### src/logic/adc_capture_macros.svh
`ifndef ADC_CAPTURE_MACROS_SVH
`define ADC_CAPTURE_MACROS_SVH

// Sample buffer geometry
`define ADC_BUF_AW      10
`define ADC_BUF_DEPTH   (1 << `ADC_BUF_AW)

// Interrupt lines
`define IRQ_COUNT       8

// Host register bus
`define REG_AW          7
`define REG_DW          32

// Register map
`define REG_IRQ         7'h02
`define REG_LED         7'h03
`define REG_CAP_CNTRL   7'h10
`define REG_CAP_ADDR    7'h11
`define REG_CAP_DATA    7'h12

// LED on/off compare width
`define LED_CNT_W       12

// IRQ register fields
`define IRQ_MASK_LSB    0
`define IRQ_CLEAR_LSB   8 // Write side
`define IRQ_SET_LSB     16 // Write side
`define IRQ_STATE_LSB   8 // Read side

// LED register fields
`define LED_EN_BIT      0
`define LED_ON_LSB      8
`define LED_OFF_LSB     20

// Capture register fields
`define CAP_TRIG_BIT    0
`define CAP_INC_BIT     1
`define CAP_BUSY_BIT    2
`define CAP_RD_ADDR_LSB 0
`define CAP_WR_ADDR_LSB 16
`define CAP_DATA_LSB    0

`endif

### src/logic/adc_capture_pkg.sv
`include "adc_capture_macros.svh"

package adc_capture_pkg;

    // One ADC snapshot word
    typedef struct packed
    {
        logic        of;   // ADC overflow flag
        logic [15:0] word;
    } adc_sample_t;

    // Sample buffer address
    typedef logic [`ADC_BUF_AW - 1:0] buf_addr_t;

    // Host register bus
    typedef logic [`REG_AW - 1:0] reg_addr_t;
    typedef logic [`REG_DW - 1:0] reg_data_t;

    // One bit per interrupt line
    typedef logic [`IRQ_COUNT - 1:0] irq_vec_t;

    // LED phase length
    typedef logic [`LED_CNT_W - 1:0] led_cmp_t;

endpackage

### src/logic/led_blinker.sv
`timescale 1ns/1ps

module led_blinker
(
    input  logic                      adc_clk,
    input  logic                      adc_dpram_rst,
    input  logic                      led_en,
    input  adc_capture_pkg::led_cmp_t led_on_cmp,
    input  adc_capture_pkg::led_cmp_t led_off_cmp,
    output logic                      led
);

    adc_capture_pkg::led_cmp_t led_cnt; // Cycles spent in current phase
    logic                      blink_ok;

    // A zero count stops the blinker
    assign blink_ok = led_en && (led_on_cmp != '0) && (led_off_cmp != '0);

    always_ff @(posedge adc_clk)
    begin
        if (adc_dpram_rst || !blink_ok)
        begin
            led_cnt <= '0;
            led     <= 1'b0;
        end
        else if (led && (led_cnt == led_off_cmp))
        begin
            led     <= 1'b0; // End of high phase
            led_cnt <= '0;
        end
        else if (!led && (led_cnt == led_on_cmp))
        begin
            led     <= 1'b1; // End of low phase
            led_cnt <= '0;
        end
        else
        begin
            led_cnt <= led_cnt + 1'b1;
        end
    end

endmodule

### config.mk
export PLATFORM = sky130hd
export DESIGN_NAME = led_blinker
export DESIGN_NICKNAME = d
export VERILOG_FILES = /design/src/logic/adc_capture_pkg.sv /design/src/logic/led_blinker.sv
export VERILOG_INCLUDE_DIRS = /design/src /design/src/logic
export SDC_FILE = /design/constraint.sdc
export NUM_CORES = 1
export LEC_CHECK = 0
export CAP_MARGIN = 10
export CORE_MARGIN = 5
export CORE_UTILIZATION = 37
export CTS_BUF_LIST = sky130_fd_sc_hd__clkbuf_8 sky130_fd_sc_hd__clkbuf_16
export DETAILED_ROUTE_END_ITERATION = 10
export DONT_BUFFER_PORTS = 1
export SLEW_MARGIN = 20
export SYNTH_ARGS = -nofsm -noshare
export SYNTH_HDL_FRONTEND = slang
export SYNTH_SLANG_ARGS = --single-unit
export TNS_END_PERCENT = 100
### constraint.sdc
create_clock -name adc_clk -period 3.5 [get_ports adc_clk]
set_clock_uncertainty 0.2 [all_clocks]
set_input_delay 0.35 -clock adc_clk [delete_from_list [all_inputs] [get_ports adc_clk]]
set_output_delay 0.35 -clock adc_clk [all_outputs]
set_load 0.05 [all_outputs]
**Word level (Yosys, flattened, before mapping)**

Cells that the tools add are included.

- $add $sub $neg: 1
- Eq/ne operators: 2
- Reductions and logical operators: 11

Operators by type and width:

| cell | count |
|---|---|
| == test 12 bit | 2 |
| nonzero test 12 bit | 2 |
| adder 12 x 1 -> 12 bit, second input constant | 1 |
| logical AND 1 bit | 4 |
| OR reduction 3 bit | 1 |
| zero test 1 bit | 2 |
| OR reduction 2 bit | 1 |
| logical OR 1 bit | 1 |

- Register bits: 13
- Bits of input ports: 27

**Depth between registers and ports, before layout**

Gate-level depths: netlist of the first run.

- Depth in word-level cells: 6
- Gate-level depth with buffers: 6

**Worst setup path after synthesis of the first run**

OpenSTA, ideal clock, no wires.

- Path type: reg-to-reg
- Start point: register led
- End point: register led_cnt[11]
- Arrival: 1.353 ns
- Data required time: 3.212 ns
- Slack: 1.858 ns
- Stages on the path, launching flop included: 5
- Clock period less this slack: 1.642 ns
- Cell sequence: dfxtp_1 > nor2_1 > and4_4 > buf_12 > nor4_2

- Longest elaborated chain between the ends: 3
- Elaborated cells between the ends (all ways): 4
- Those cells by class: reduce/logical: 4

Ends and longest elaborated chain:

| element | line | RTL |
|---|---|---|
| start, declared | led_blinker.sv:10 | `output logic led` |
| start signal, assigned | led_blinker.sv:24 | `led <= 1'b0;` |
| start signal, assigned | led_blinker.sv:28 | `led <= 1'b0;` |
| start signal, assigned | led_blinker.sv:33 | `led <= 1'b1;` |
| zero test 1 bit | led_blinker.sv:31 | `else if (!led && (led_cnt == led_on_cmp))` |
| logical AND 1 bit | led_blinker.sv:31 |  |
| OR reduction 3 bit (no source line) * | - |  |
| end signal, assigned | led_blinker.sv:38 | `led_cnt <= led_cnt + 1'b1;` |
| end, declared | led_blinker.sv:13 | `adc_capture_pkg::led_cmp_t led_cnt;` |

Mark *: on every way between the ends. The rest lies on a longest branch, timed or not.
A chain may end at the register's enable or synchronous reset.

**Worst setup path in the final report of the first run**

- Start point: register led_cnt[7]
- End point: register led_cnt[2]

- Longest elaborated chain between the ends: 3
- Elaborated cells between the ends (all ways): 5
- Those cells by class: eq/ne: 2; reduce/logical: 3

Ends and longest elaborated chain:

| element | line |
|---|---|
| == test 12 bit (on tied branches) | led_blinker.sv:26, led_blinker.sv:31 |
| logical AND 1 bit (on tied branches) | led_blinker.sv:26, led_blinker.sv:31 |
| OR reduction 3 bit (no source line) * | - |

Marked as above.

==> results of run 1 <==
==> state kept, by name, summed over array words and instances (netlist names) <==
signal / count
led: 1
led_cnt: 12
==> synthesized netlist by cell type <==
cell type                  number
sky130_fd_sc_hd__a211oi_2       1
sky130_fd_sc_hd__and4_4         1
sky130_fd_sc_hd__buf_12         1
sky130_fd_sc_hd__buf_2          1
sky130_fd_sc_hd__buf_4          1
sky130_fd_sc_hd__buf_6          5
sky130_fd_sc_hd__clkbuf_2       1
sky130_fd_sc_hd__dfxtp_1       13
sky130_fd_sc_hd__ha_1           1
sky130_fd_sc_hd__inv_1          3
sky130_fd_sc_hd__nand2_1        5
sky130_fd_sc_hd__nand3_1        6
sky130_fd_sc_hd__nand4_1        3
sky130_fd_sc_hd__nand4_2        1
sky130_fd_sc_hd__nand4b_1       1
sky130_fd_sc_hd__nor2_1         4
sky130_fd_sc_hd__nor3_1         4
sky130_fd_sc_hd__nor4_1         8
sky130_fd_sc_hd__nor4_2        12
sky130_fd_sc_hd__nor4_4         1
sky130_fd_sc_hd__nor4b_1        1
sky130_fd_sc_hd__xnor2_1       18
sky130_fd_sc_hd__xnor2_2        2
sky130_fd_sc_hd__xor2_1        14
==> worst register-to-register path: cells and delay by family, from the launching register on <==
| family | cells | cell delay, ps |
|---|---|---|
| XOR/XNOR | 1 | 160 |
| AND/OR/NAND/NOR | 3 | 1150 |
| flip-flops | 1 | 490 |
==> cells by family (layout without fill, tap and decap cells) <==
| group | Yosys count | in the layout | synth area share [%] |
|---|---|---|---|
| buffers and inverters | 12 | 7 | 9.84 |
| AO/OA/AOI/OAI | 1 | 1 | 1.17 |
| adder cells (fa/ha/maj) | 1 | 1 | 1.17 |
| AND/OR/NAND/NOR | 47 | 47 | 34.2 |
| XOR/XNOR | 34 | 34 | 29.3 |
| flip-flops | 13 | 13 | 24.4 |
==> worst max path at each step <==
stage	start	end	slack [ps]	cells past startpoint
final	led_cnt[7]$_SDFF_PP0_	led_cnt[2]$_SDFF_PP0_	1330	4
after global placement	led_cnt[7]$_SDFF_PP0_	led_cnt[7]$_SDFF_PP0_	1350	4
after CTS	led_cnt[7]$_SDFF_PP0_	led_cnt[1]$_SDFF_PP0_	1290	4
after global routing	led_cnt[2]$_SDFF_PP0_	led_cnt[2]$_SDFF_PP0_	1180	4
after floorplan	led$_SDFFE_PP0P_	led_cnt[11]$_SDFF_PP0_	1860	4
after detailed placement	led_cnt[7]$_SDFF_PP0_	led_cnt[1]$_SDFF_PP0_	1310	4
==> power groups by stage <==
stage	logic, mW	registers (mW)	clock network [mW]
finish	0.0260	0.151	0.128
global route	0.0286	0.151	0.143
floorplan	0.0232	0.154	0
detailed placement	0.0260	0.154	0
global placement	0.0260	0.154	0
CTS	0.0262	0.151	0.133
==> per-layer routing <==
metal / track usage, % / vias to the layer above / part of all wire [%]
met5: 0 / - / 0
met2: 18.7 / 29 / 44
met3: 4.73 / 5 / 9.8
li1: - / 372 / -
met4: 7.79 / 0 / 2.8
met1: 15.3 / 337 / 44
==> final cells by class <==
cell class	instances	area, sq um
inverters	3	11.3
clock inverters	1	3.75
well taps	31	38.8
clock buffers	3	41.3
flip-flops and latches	13	260
multi-input cells	83	703
fillers	278	1700
==> metrics by stage <==
stage	std cells	hold slack, ps
3_3_place_gp	130	376
3_5_place_dp	130	380
6_report	134	291
2_1_floorplan	108	317
5_1_grt	134	311
4_1_cts	134	282
==> tab_implementation.tex, run 1 <==
\begin{tabular}{lr}
\hline
Metric & Value \\
\hline
\multicolumn{2}{l}{\textbf{Run status}} \\
Run status & finished, final reports clean \\
\multicolumn{2}{l}{\textbf{Final layout}} \\
Cell area after layout & $\sim$1100 sq um \\
Post-Route Utilization & between 30\% and 40\% \\
Synth-to-layout area growth & -0.936\% \\
Most used cells in the layout excluding fill and tap cells & sky130\_fd\_sc\_hd\_\_xnor2\_1, sky130\_fd\_sc\_hd\_\_xor2\_1, sky130\_fd\_sc\_hd\_\_dfxtp\_1 \\
Antenna fix cells & 0 \\
Commonest non-fill, non-tap cell in the layout & sky130\_fd\_sc\_hd\_\_xnor2\_1 \\
Fraction of final layout cells with drive strength greater than 1 & 20.4\% \\
Final-stage net count & 132 \\
\multicolumn{2}{l}{\textbf{Die}} \\
Total I/O pin count & 28 \\
Initial core utilization & 38.7\% \\
Die X-Extent & approximately 64 microns \\
Site Rows & 19 \\
Die height & roughly 64 microns \\
Die area & 4060 sq um \\
Core box area & about 2800 sq um \\
\multicolumn{2}{l}{\textbf{Critical path}} \\
Slowest cell on the critical path & sky130\_fd\_sc\_hd\_\_nor4\_4 \\
Startpoint class of the critical path & register \\
Worst-path maximum fanout & 13 \\
Logic depth of the worst register-to-register path & 4 \\
Critical path, cell by cell & xnor2\_2, nand4\_1, nor4\_4, nor4\_1 \\
Endpoint class of the critical path & register \\
Required time of the worst setup path & about 3400 ps \\
FF-to-FF setup slack & about 1300 ps \\
Type of the worst setup path & register to register \\
CP max stage delay & between 800 and 900 ps \\
Data arrival at the endpoint of the critical path & around 2000 ps \\
WP buf/inv & 0 \\
R2r startpoint & led\_cnt[7]\$\_SDFF\_PP0\_ \\
Kind of cell with the highest combined delay on the critical path & simple AND/OR/NAND/NOR gates \\
Worst reg2reg path endpoint & led\_cnt[2]\$\_SDFF\_PP0\_ \\
\multicolumn{2}{l}{\textbf{STA}} \\
Unrepaired setup endpoints after global routing & no \\
Hold Violations, Final & 0 \\
Headroom to the max-slew limit & between 30\% and 40\% \\
Final period utilization & around three fifths \\
Maximum operating frequency & 461 MHz \\
Final min period & between 2000 and 2500 ps \\
Fin worst setup slack & between 1000 and 1500 ps \\
Total setup violations reported at the end of the flow & 0 \\
Final number of max-transition violations & 0 \\
Setup total negative slack & 0 ps \\
Transition at the pin with the smallest max-transition slack & roughly 960 ps \\
\multicolumn{2}{l}{\textbf{Power and ir drop}} \\
Combinational group share of total power & roughly 8.5\% \\
Overall power & between 0.3 and 0.4 mW \\
Pwr/cell area & just under 300 nW/um\^{}2 \\
Internal cell power & 0.240 mW \\
Switching Share & between 20 and 25\% \\
Static leakage power & around 0.32 nW \\
Portion of total power attributed to sequential cells & 49.5\% \\
Clock power frac & 42.0\% \\
Maximum VDD drop & around 0.00014 V \\
Total net switching power & approximately 0.066 mW \\
\multicolumn{2}{l}{\textbf{Synthesis}} \\
Synthesized instance count & $\sim$110 \\
Proportion of synthesized chip area in sequential cells & between 20 and 25\% \\
Flop and latch count out of synthesis & 13 \\
Cell type with the largest total area after synthesis & sky130\_fd\_sc\_hd\_\_dfxtp\_1 \\
Syn. warnings & 0 \\
Yosys cell types & 24 \\
Synthesized Nets & about 140 \\
Average footprint of a synthesized cell & 9.89 sq um \\
Largest cells by area after synthesis & sky130\_fd\_sc\_hd\_\_dfxtp\_1, sky130\_fd\_sc\_hd\_\_xnor2\_1, sky130\_fd\_sc\_hd\_\_nor4\_2 \\
Proportion of netlist area held by the largest area contributor & approximately 24\% \\
Netlist area before placement & 1070 sq um \\
\multicolumn{2}{l}{\textbf{Clock tree}} \\
Count of cells resized by post-cts repair & 0 \\
Clk pin slew, worst setup/hold paths & 50 ps \\
Root buffer cell & sky130\_fd\_sc\_hd\_\_clkbuf\_8 \\
Hold Buf Count CTS & 0 \\
Buffer levels on the longest clock path & 2 \\
H-Tree Level Count & 1 \\
Number of clock sinks & 13 \\
Clock tree from TritonCTS & built \\
Number of buffers created by CTS & 3 \\
Post-CTS setup repair buffer count & 0 \\
Latest clock arrival within the worst-skew pair & $\sim$240 ps \\
\multicolumn{2}{l}{\textbf{Drt}} \\
Routed wire length & between 2000 and 2500 microns \\
Detailed-route vias per instance & about 5.5 \\
DRC violation total after the first TritonRoute iteration & 22 \\
Wirelength per Cell & 17.0 microns \\
Vias & 743 \\
Number of nets with antenna violations after routing & 0 \\
Number of search-and-repair iterations in the first detailed-routing pass & 2 \\
DRC violation count after routing & 0 \\
\multicolumn{2}{l}{\textbf{Job}} \\
Number of max-cap violations & 0 \\
\multicolumn{2}{l}{\textbf{Place}} \\
Placer Congestion & 0.833 \\
Worst slack, placed & about 1300 ps \\
Standard cell area after detailed placement & between 1000 and 1500 sq um \\
Count of input and output buffers & 0 \\
Placed wire-length estimate after detailed placement & around 1800 microns \\
\multicolumn{2}{l}{\textbf{Worst hold path}} \\
Hold path endpoint & led\$\_SDFFE\_PP0P\_ \\
Type of the worst min-delay path & primary input to register \\
Start point of the worst min-delay path & led\_on\_cmp[2] \\
Worst hold path cell count & 4 \\
\multicolumn{2}{l}{\textbf{Global route}} \\
Total routing usage reported by global routing & 12.6\% \\
Number of global-route vias before repair & a little over 800 \\
Largest net degree at the start of global routing & 14 \\
Leftover overflow at the end of global routing & 0 \\
First-pass GRT wire length & 3860 microns \\
Initial antenna violation count & 0 \\
\hline
\end{tabular}
(Power assumes the default switching activity.)
==> inputs of run 2 (changes only) <==
--- a/config.mk
+++ b/config.mk
@@ -6,6 +6,7 @@
 export SDC_FILE = /design/constraint.sdc
 export NUM_CORES = 1
 export LEC_CHECK = 0
+export ABC_AREA = 1
 export CAP_MARGIN = 10
 export CORE_MARGIN = 5
 export CORE_UTILIZATION = 37
==> constraint.sdc (replaced) <==
create_clock -name adc_clk -period 2.2 [get_ports adc_clk]
set_clock_uncertainty 0.2 [all_clocks]
set_input_delay 0.22 -clock adc_clk [delete_from_list [all_inputs] [get_ports adc_clk]]
set_output_delay 0.22 -clock adc_clk [all_outputs]
set_load 0.05 [all_outputs]
==> run 2 against run 1 <==
Compared with the run above:
- setup slack lost 930 ps
- flip-flop and latch count is the same
- global-route usage grew 1.1 points
- critical path depth grew 4
- sequential share of layout area shrank 2.3 points
- non-clock buffer count grew 1
- final area grew 10%
- sequential power grew 60%
- first-iteration DRC count grew to 2.6 times the previous value
- hold slack lost 230 ps
- combinational power grew 120%
- wire length grew 22%
- highest routed layer unchanged
==> tab_implementation.tex, run 2 <==
\begin{tabular}{lr}
\hline
Metric & Value \\
\hline
\multicolumn{2}{l}{\textbf{Synthesis}} \\
Syn. warnings & 0 (unchanged) \\
Most instantiated flip-flop cell in the synthesis netlist & sky130\_fd\_sc\_hd\_\_dfxtp\_1 \\
Most frequent cell after synthesis & sky130\_fd\_sc\_hd\_\_nand2\_1 \\
Synthesized Nets & 228 (+68\%) \\
Proportion of netlist area held by the largest area contributor & 24.1\% (-0.27 points) \\
Proportion of synthesized chip area in sequential cells & 23.9\% (-0.50 points) \\
Cell type with the largest total area after synthesis & sky130\_fd\_sc\_hd\_\_nand2\_1 \\
Top cell types by occurrence after synthesis & sky130\_fd\_sc\_hd\_\_nand2\_1, sky130\_fd\_sc\_hd\_\_nor2\_1, sky130\_fd\_sc\_hd\_\_inv\_1 \\
Fraction of registers with async set or reset after synthesis & 0\% (unchanged) \\
Flop and latch count out of synthesis & 13 (unchanged) \\
Synthesized instance count & 200 (+85\%) \\
Netlist area before placement & 1090 sq um (+2.1\%) \\
Largest cells by area after synthesis & sky130\_fd\_sc\_hd\_\_nand2\_1, sky130\_fd\_sc\_hd\_\_dfxtp\_1, sky130\_fd\_sc\_hd\_\_nor2\_1 \\
Number of synthesized flops with an enable pin & 0 (unchanged) \\
Average footprint of a synthesized cell & 5.46 sq um (-45\%) \\
Yosys cell types & 20 (-17\%) \\
\multicolumn{2}{l}{\textbf{Clock tree}} \\
Clk pin slew, worst setup/hold paths & 60 ps (about the same) \\
Post-CTS setup repair buffer count & 0 (unchanged) \\
H-Tree Level Count & 1 (unchanged) \\
Number of buffers created by CTS & 3 (unchanged) \\
Latest clock arrival within the worst-skew pair & 240 ps (about the same) \\
Clock tree from TritonCTS & built \\
Number of clock sinks & 13 (unchanged) \\
Root buffer cell & sky130\_fd\_sc\_hd\_\_clkbuf\_8 \\
Hold Buf Count CTS & 0 (unchanged) \\
Buffer levels on the longest clock path & 2 (unchanged) \\
Count of cells resized by post-cts repair & 0 (unchanged) \\
\multicolumn{2}{l}{\textbf{Place}} \\
Placer Congestion & 0.860 (+3.3\%) \\
Standard cell area after detailed placement & 1120 sq um (+11\%) \\
Worst slack, placed & 421 ps (-887 ps) \\
Placed wire-length estimate after detailed placement & 2370 microns (+28\%) \\
Count of input and output buffers & 0 (unchanged) \\
\multicolumn{2}{l}{\textbf{STA}} \\
Fin worst setup slack & 402 ps (-930 ps) \\
Final number of max-transition violations & 0 (unchanged) \\
Maximum operating frequency & 556 MHz (+21\%) \\
Hold Violations, Final & 0 (unchanged) \\
Final period utilization & 81.7\% (+20 points) \\
Hold WS & 56.9 ps (-234 ps) \\
Final min period & 1800 ps (-370 ps) \\
Unrepaired setup endpoints after global routing & no \\
Total setup violations reported at the end of the flow & 0 (unchanged) \\
Headroom to the max-slew limit & 79.1\% (+43 points) \\
Transition at the pin with the smallest max-transition slack & 312 ps (-643 ps) \\
Setup total negative slack & 0 ps (unchanged) \\
\multicolumn{2}{l}{\textbf{Die}} \\
Total I/O pin count & 28 (unchanged) \\
Core box area & 2780 sq um (+0.86\%) \\
Die height & 64.3 microns (+0.88\%) \\
Die area & 4130 sq um (+1.8\%) \\
Die X-Extent & 64.3 microns (+0.88\%) \\
Initial core utilization & 39.2\% (+0.48 points) \\
Site Rows & 19 (unchanged) \\
\multicolumn{2}{l}{\textbf{Final layout}} \\
Synth-to-layout area growth & 6.88\% \\
Flip-flop and latch area & 260 sq um (unchanged) \\
Filler instances & 305 (+9.7\%) \\
Final-stage net count & 232 (+76\%) \\
Most flop-heavy register & led\_cnt \\
Most used cells in the layout excluding fill and tap cells & sky130\_fd\_sc\_hd\_\_nand2\_1, sky130\_fd\_sc\_hd\_\_nor2\_1, sky130\_fd\_sc\_hd\_\_inv\_1 \\
Top flop regs & led\_cnt x12, led x1 \\
Fraction of final layout cells with drive strength greater than 1 & 8.37\% (-12 points) \\
Commonest non-fill, non-tap cell in the layout & sky130\_fd\_sc\_hd\_\_nand2\_1 \\
Cell area after layout & 1170 sq um (+10\%) \\
Number of flip-flops under the largest register name & 12 (unchanged) \\
Antenna fix cells & 0 (unchanged) \\
Area of the multi-input gates & 683 sq um (-2.8\%) \\
\multicolumn{2}{l}{\textbf{Critical path}} \\
Endpoint class of the critical path & register \\
Cell type with the highest occurrence count on the critical path & sky130\_fd\_sc\_hd\_\_nand2\_1 \\
WP buf/inv & 1 (+1) \\
Startpoint class of the critical path & register \\
Worst-path maximum fanout & 7 (-6) \\
Type of the worst setup path & register to register \\
Required time of the worst setup path & 2130 ps (-1260 ps) \\
Kind of cell with the highest combined delay on the critical path & simple AND/OR/NAND/NOR gates \\
Critical path, cell by cell & ha\_1, nand2\_1, nor2\_1, nand2\_1, o21ai\_0, nand2\_1, inv\_1, nor2\_2 \\
Data arrival at the endpoint of the critical path & 1720 ps (-330 ps) \\
Slowest cell on the critical path & sky130\_fd\_sc\_hd\_\_dfxtp\_1 \\
CP max stage delay & 460 ps (-400 ps) \\
\multicolumn{2}{l}{\textbf{Global route}} \\
Largest net degree at the start of global routing & 13 (-1) \\
Initial antenna violation count & 0 (unchanged) \\
Number of global-route vias before repair & 944 (+16\%) \\
First-pass GRT wire length & 4340 microns (+13\%) \\
Total routing usage reported by global routing & 13.7\% (+1.1 points) \\
Leftover overflow at the end of global routing & 0 (unchanged) \\
\multicolumn{2}{l}{\textbf{Drt}} \\
Detailed-route vias per instance & 4.51 (-19\%) \\
Wirelength per Cell & 11.9 microns (-30\%) \\
DRC violation count after routing & 0 (unchanged) \\
Vias & 1055 (+42\%) \\
Routed wire length & 2780 microns (+22\%) \\
DRC violation total after the first TritonRoute iteration & 57 (+160\%) \\
Number of search-and-repair iterations in the first detailed-routing pass & 4 (+2) \\
Number of nets with antenna violations after routing & 0 (unchanged) \\
\multicolumn{2}{l}{\textbf{Run status}} \\
Run status & finished, final reports clean \\
\multicolumn{2}{l}{\textbf{Power and ir drop}} \\
Pwr/cell area & 438 nW/um\^{}2 (+52\%) \\
Static leakage power & 0.541 nW (+71\%) \\
Portion of total power attributed to sequential cells & 47.0\% (-2.5 points) \\
Total net switching power & 0.128 mW (+94\%) \\
Internal cell power & 0.384 mW (+60\%) \\
Maximum VDD drop & 0.000261 V (+84\%) \\
Clock power frac & 41.7\% (-0.3 points) \\
Switching Share & 25.0\% (+3.4 points) \\
Combinational group share of total power & 11.3\% (+2.8 points) \\
\multicolumn{2}{l}{\textbf{Job}} \\
Number of max-cap violations & 0 (unchanged) \\
\multicolumn{2}{l}{\textbf{Worst hold path}} \\
Type of the worst min-delay path & primary input to register \\
\hline
\end{tabular}
==> run 2: routing by layer <==
metal  global-route usage (%)  vias up  wire length, microns
li1                         -      593                     -
met1                     18.9      435                  1320
met2                     20.1       25                  1240
met3                     3.33        2                   206
met4                     5.34        0                    19
met5                        0        -                     0
==> run 2: path summary, 6_finish.rpt <==
kind,from,end,slack (ps),depth (start not counted)
setup / recovery,led_cnt[0]$_SDFF_PP0_,led_cnt[10]$_SDFF_PP0_,400,8
hold / removal,adc_dpram_rst,led$_SDFFE_PP0P_,60,5
setup reg to reg,led_cnt[0]$_SDFF_PP0_,led_cnt[10]$_SDFF_PP0_,400,8
hold reg to reg,led_cnt[0]$_SDFF_PP0_,led_cnt[0]$_SDFF_PP0_,330,1
==> run 2: worst reg2reg max path, cell delays in order (launching register included) <==
cell	delay (ps)
sky130_fd_sc_hd__dfxtp_1	460
sky130_fd_sc_hd__ha_1	230
sky130_fd_sc_hd__nand2_1	60
sky130_fd_sc_hd__nor2_1	210
sky130_fd_sc_hd__nand2_1	170
sky130_fd_sc_hd__o21ai_0	180
sky130_fd_sc_hd__nand2_1	70
sky130_fd_sc_hd__inv_1	60
sky130_fd_sc_hd__nor2_2	40
==> run 2: layout make-up <==
type / instances / area share, %
Sequential cell: 13 / 22.3
Timing Repair Buffer: 1 / 0.644
Clock inverter: 1 / 0.322
Inverter: 35 / 11.3
Tap cell: 31 / 3.33
Multi-Input combinational cell: 150 / 58.6
Clock buffer: 3 / 3.54
==> run 2: through the flow <==
stage | total power [mW] | cells | utilization [%]
after CTS | 0.515 | 234 | 41.9
final | 0.511 | 234 | 41.9
after floorplan | 0.294 | 200 | -
after global placement | 0.304 | 230 | 40.3
after detailed placement | 0.304 | 230 | 40.3
after global routing | 0.539 | 234 | 41.9
==> run 2: cell families after synthesis <==
logic type,share of synthesized area [%]
DFF,23.9
and+or+nand+nor,48.4
adders and majority gates,1.15
xor gates and xnor gates,9.63
AOI/OAI and AO/OA,3.44
buffers and inverters,13.5
==> run 2: power by group through the flow <==
stage          sequential, mW  combinational, mW  clock, mW
5_1_grt                 0.241             0.0673      0.231
3_3_place_gp            0.246             0.0583          0
6_report                0.241             0.0576      0.213
4_1_cts                 0.241             0.0586      0.216
2_1_floorplan           0.245             0.0491          0
3_5_place_dp            0.246             0.0581          0
==> inputs of run 3 (changes only) <==
==> constraint.sdc (replaced) <==
create_clock -name adc_clk -period 1.6 [get_ports adc_clk]
set_clock_uncertainty 0.2 [all_clocks]
set_input_delay 0.16 -clock adc_clk [delete_from_list [all_inputs] [get_ports adc_clk]]
set_output_delay 0.16 -clock adc_clk [all_outputs]
set_load 0.05 [all_outputs]
==> run 3 against run 2 <==
Compared with the run above:
- combinational power rose by 86%
- final cell count rose by 6.4%
- core utilization rose by 7.1 points
- critical path depth rose by 2
- die area did not move
- sequential share of layout area fell by 2.0 points
- clock power rose by 45%
- flip-flop and latch count did not move
- hold slack got worse by 34 ps
- setup slack got worse by 350 ps
- fmax rose by 16%
- critical endpoint is now led_cnt[1]$_SDFF_PP0_
- largest cell class unchanged
==> tab_implementation.tex, run 3 (synthesis results as in run 2) <==
\begin{tabular}{lr}
\hline
Metric & Value \\
\hline
\multicolumn{2}{l}{\textbf{Run status}} \\
Run status & finished, final reports clean \\
\multicolumn{2}{l}{\textbf{Power and ir drop}} \\
Pwr/cell area & 544 nW/um\^{}2 (+24\%) \\
Switching Share & 26.2\% (+1.2 points) \\
Static leakage power & 0.638 nW (+18\%) \\
Internal cell power & 0.548 mW (+43\%) \\
Maximum VDD drop & 0.000552 V (+110\%) \\
Clock power frac & 41.5\% (-0.2 points) \\
Total net switching power & 0.194 mW (+52\%) \\
Portion of total power attributed to sequential cells & 44.1\% (-2.9 points) \\
Combinational group share of total power & 14.4\% (+3.1 points) \\
\multicolumn{2}{l}{\textbf{Clock tree}} \\
Clk pin slew, worst setup/hold paths & 60 ps (about the same) \\
Clock tree from TritonCTS & built \\
Root buffer cell & sky130\_fd\_sc\_hd\_\_clkbuf\_8 \\
Number of buffers created by CTS & 3 (unchanged) \\
Latest clock arrival within the worst-skew pair & 250 ps (about the same) \\
Number of clock sinks & 13 (unchanged) \\
Buffer levels on the longest clock path & 2 (unchanged) \\
H-Tree Level Count & 1 (unchanged) \\
\multicolumn{2}{l}{\textbf{Critical path}} \\
Required time of the worst setup path & 1550 ps (-580 ps) \\
Critical path, cell by cell & inv\_2, nand2\_1, nand2\_1, nor2\_1, nand2\_1, nor2\_1, nand2\_2, nand3\_4, clkbuf\_16, nor2\_1 \\
Startpoint class of the critical path & register \\
Data arrival at the endpoint of the critical path & 1490 ps (-230 ps) \\
Slowest cell on the critical path & sky130\_fd\_sc\_hd\_\_dfxtp\_4 \\
Endpoint class of the critical path & register \\
CP max stage delay & 370 ps (-90 ps) \\
Type of the worst setup path & register to register \\
Worst-path maximum fanout & 6 (-1) \\
\multicolumn{2}{l}{\textbf{STA}} \\
Setup total negative slack & 0 ps (unchanged) \\
Hold WS & 23.3 ps (-33.6 ps) \\
Final number of max-transition violations & 0 (unchanged) \\
Fin worst setup slack & 55.8 ps (-346 ps) \\
Final min period & 1540 ps (-254 ps) \\
Hold Violations, Final & 0 (unchanged) \\
Unrepaired setup endpoints after global routing & yes \\
Final period utilization & 96.5\% (+15 points) \\
Maximum operating frequency & 648 MHz (+16\%) \\
Transition at the pin with the smallest max-transition slack & 236 ps (-76.4 ps) \\
Headroom to the max-slew limit & 84.2\% (+5.1 points) \\
Total setup violations reported at the end of the flow & 0 (unchanged) \\
\multicolumn{2}{l}{\textbf{Final layout}} \\
Most flop-heavy register & led\_cnt \\
Top flop regs & led\_cnt x12, led x1 \\
Number of flip-flops under the largest register name & 12 (unchanged) \\
Area of the multi-input gates & 709 sq um (+3.8\%) \\
Cell area after layout & 1360 sq um (+17\%) \\
Fraction of final layout cells with drive strength greater than 1 & 23.9\% (+15 points) \\
Filler instances & 306 (+0.33\%) \\
Synth-to-layout area growth & 25.0\% \\
Final-stage net count & 247 (+6.5\%) \\
Most used cells in the layout excluding fill and tap cells & sky130\_fd\_sc\_hd\_\_nand2\_1, sky130\_fd\_sc\_hd\_\_nor2\_1, sky130\_fd\_sc\_hd\_\_inv\_1 \\
Commonest non-fill, non-tap cell in the layout & sky130\_fd\_sc\_hd\_\_nand2\_1 \\
Flip-flop and latch area & 278 sq um (+6.7\%) \\
Non-Filler Instances & 249 (+6.4\%) \\
Antenna fix cells & 0 (unchanged) \\
\multicolumn{2}{l}{\textbf{Global route}} \\
Initial antenna violation count & 0 (unchanged) \\
Total routing usage reported by global routing & 14.1\% (+0.46 points) \\
Number of global-route vias before repair & 982 (+4.0\%) \\
Largest net degree at the start of global routing & 13 (unchanged) \\
First-pass GRT wire length & 4560 microns (+5.1\%) \\
Leftover overflow at the end of global routing & 0 (unchanged) \\
\multicolumn{2}{l}{\textbf{Die}} \\
Die height & 64.3 microns (unchanged) \\
Initial core utilization & 39.2\% (unchanged) \\
Die area & 4130 sq um (unchanged) \\
Core box area & 2780 sq um (unchanged) \\
Total I/O pin count & 28 (unchanged) \\
Die X-Extent & 64.3 microns (unchanged) \\
Site Rows & 19 (unchanged) \\
\multicolumn{2}{l}{\textbf{Place}} \\
Standard cell area after detailed placement & 1220 sq um (+8.6\%) \\
Placed wire-length estimate after detailed placement & 2390 microns (+0.99\%) \\
Worst slack, placed & 31.4 ps (-389 ps) \\
Count of input and output buffers & 0 (unchanged) \\
Placer Congestion & 0.910 (+5.9\%) \\
Number of cells after detailed placement & 241 (+4.8\%) \\
\multicolumn{2}{l}{\textbf{Drt}} \\
Routed wire length on met3 & 270 microns (+31\%) \\
DRC violation total after the first TritonRoute iteration & 69 (+21\%) \\
Wirelength per Cell & 11.8 microns (-0.27\%) \\
Detailed-route vias per instance & 4.63 (+2.7\%) \\
Routed length on met1 & 1340 microns (+2.1\%) \\
DRC violation count after routing & 0 (unchanged) \\
Vias & 1153 (+9.3\%) \\
Top Layer Used & met4 \\
Number of search-and-repair iterations in the first detailed-routing pass & 4 (unchanged) \\
Routed wire length & 2950 microns (+6.1\%) \\
Routed met2 length & 1310 microns (+6.0\%) \\
Number of nets with antenna violations after routing & 0 (unchanged) \\
\multicolumn{2}{l}{\textbf{Job}} \\
Number of max-cap violations & 0 (unchanged) \\
\multicolumn{2}{l}{\textbf{Worst hold path}} \\
Type of the worst min-delay path & primary input to register \\
\hline
\end{tabular}
==> run 3: cell types whose count changed in the layout (fill, tap and decap cells not counted), moves of 3 or more <==
cell,before,now
sky130_fd_sc_hd__nand2_2,1,4
sky130_fd_sc_hd__nor2_2,6,9
sky130_fd_sc_hd__dfxtp_1,13,1
sky130_fd_sc_hd__nor2_1,41,38
sky130_fd_sc_hd__buf_4,1,11
sky130_fd_sc_hd__dfxtp_2,0,11
sky130_fd_sc_hd__nand2_1,70,67
==> run 3: critical path, delay by kind of cell (launching register included) <==
family / cells / cell delay, ps
AND/OR/NAND/NOR: 8 / 670
buffers and inverters: 2 / 210
flip-flops: 1 / 370
==> run 3: power groups by stage <==
stage	combinational (mW)	clock [mW]	sequential, mW
after floorplan	0.0675	0	0.336
after global placement	0.0922	0	0.335
after detailed placement	0.0916	0	0.335
after CTS	0.0940	0.312	0.328
after global routing	0.119	0.331	0.327
final	0.107	0.308	0.327
==> run 3: metrics by stage <==
step / util, % / power, mW
final: 49.0 / 0.742
after global routing: 49.0 / 0.778
after CTS: 45.8 / 0.734
after detailed placement: 43.8 / 0.427
after global placement: 43.8 / 0.428
after floorplan: - / 0.404
==> run 3: path summary, 6_finish.rpt <==
check / slack, ps / end / start / depth (start not counted)
setup / recovery: 60 / led_cnt[1]$_SDFF_PP0_ / led_cnt[4]$_SDFF_PP0_ / 10
hold / removal: 20 / led$_SDFFE_PP0P_ / led_en / 6
setup reg to reg: 60 / led_cnt[1]$_SDFF_PP0_ / led_cnt[4]$_SDFF_PP0_ / 10
hold reg to reg: 320 / led_cnt[0]$_SDFF_PP0_ / led_cnt[0]$_SDFF_PP0_ / 2
==> run 3: repair_timing <==
action,CTS,global route
resized for setup,0,25
endpoints found under the setup margin,0,12
hold endpoints to repair,1,0
hold buffers,1,0
setup buffers,0,2
==> run 3: routing by layer <==
layer  track usage [%]  vias to the layer above
met5                 0                        -
met4              3.05                        0
met3              4.38                        3
met2              21.0                       34
met1              19.9                      489
li1                  -                      627
==> run 3: cell type report <==
class	instances	area share (%)
clock buffers	3	3.03
clock inverters	1	0.367
inverters	35	9.63
multi-input cells	150	52.0
flip-flops and latches	13	20.4
well taps	31	2.84
repair buffers	16	11.7
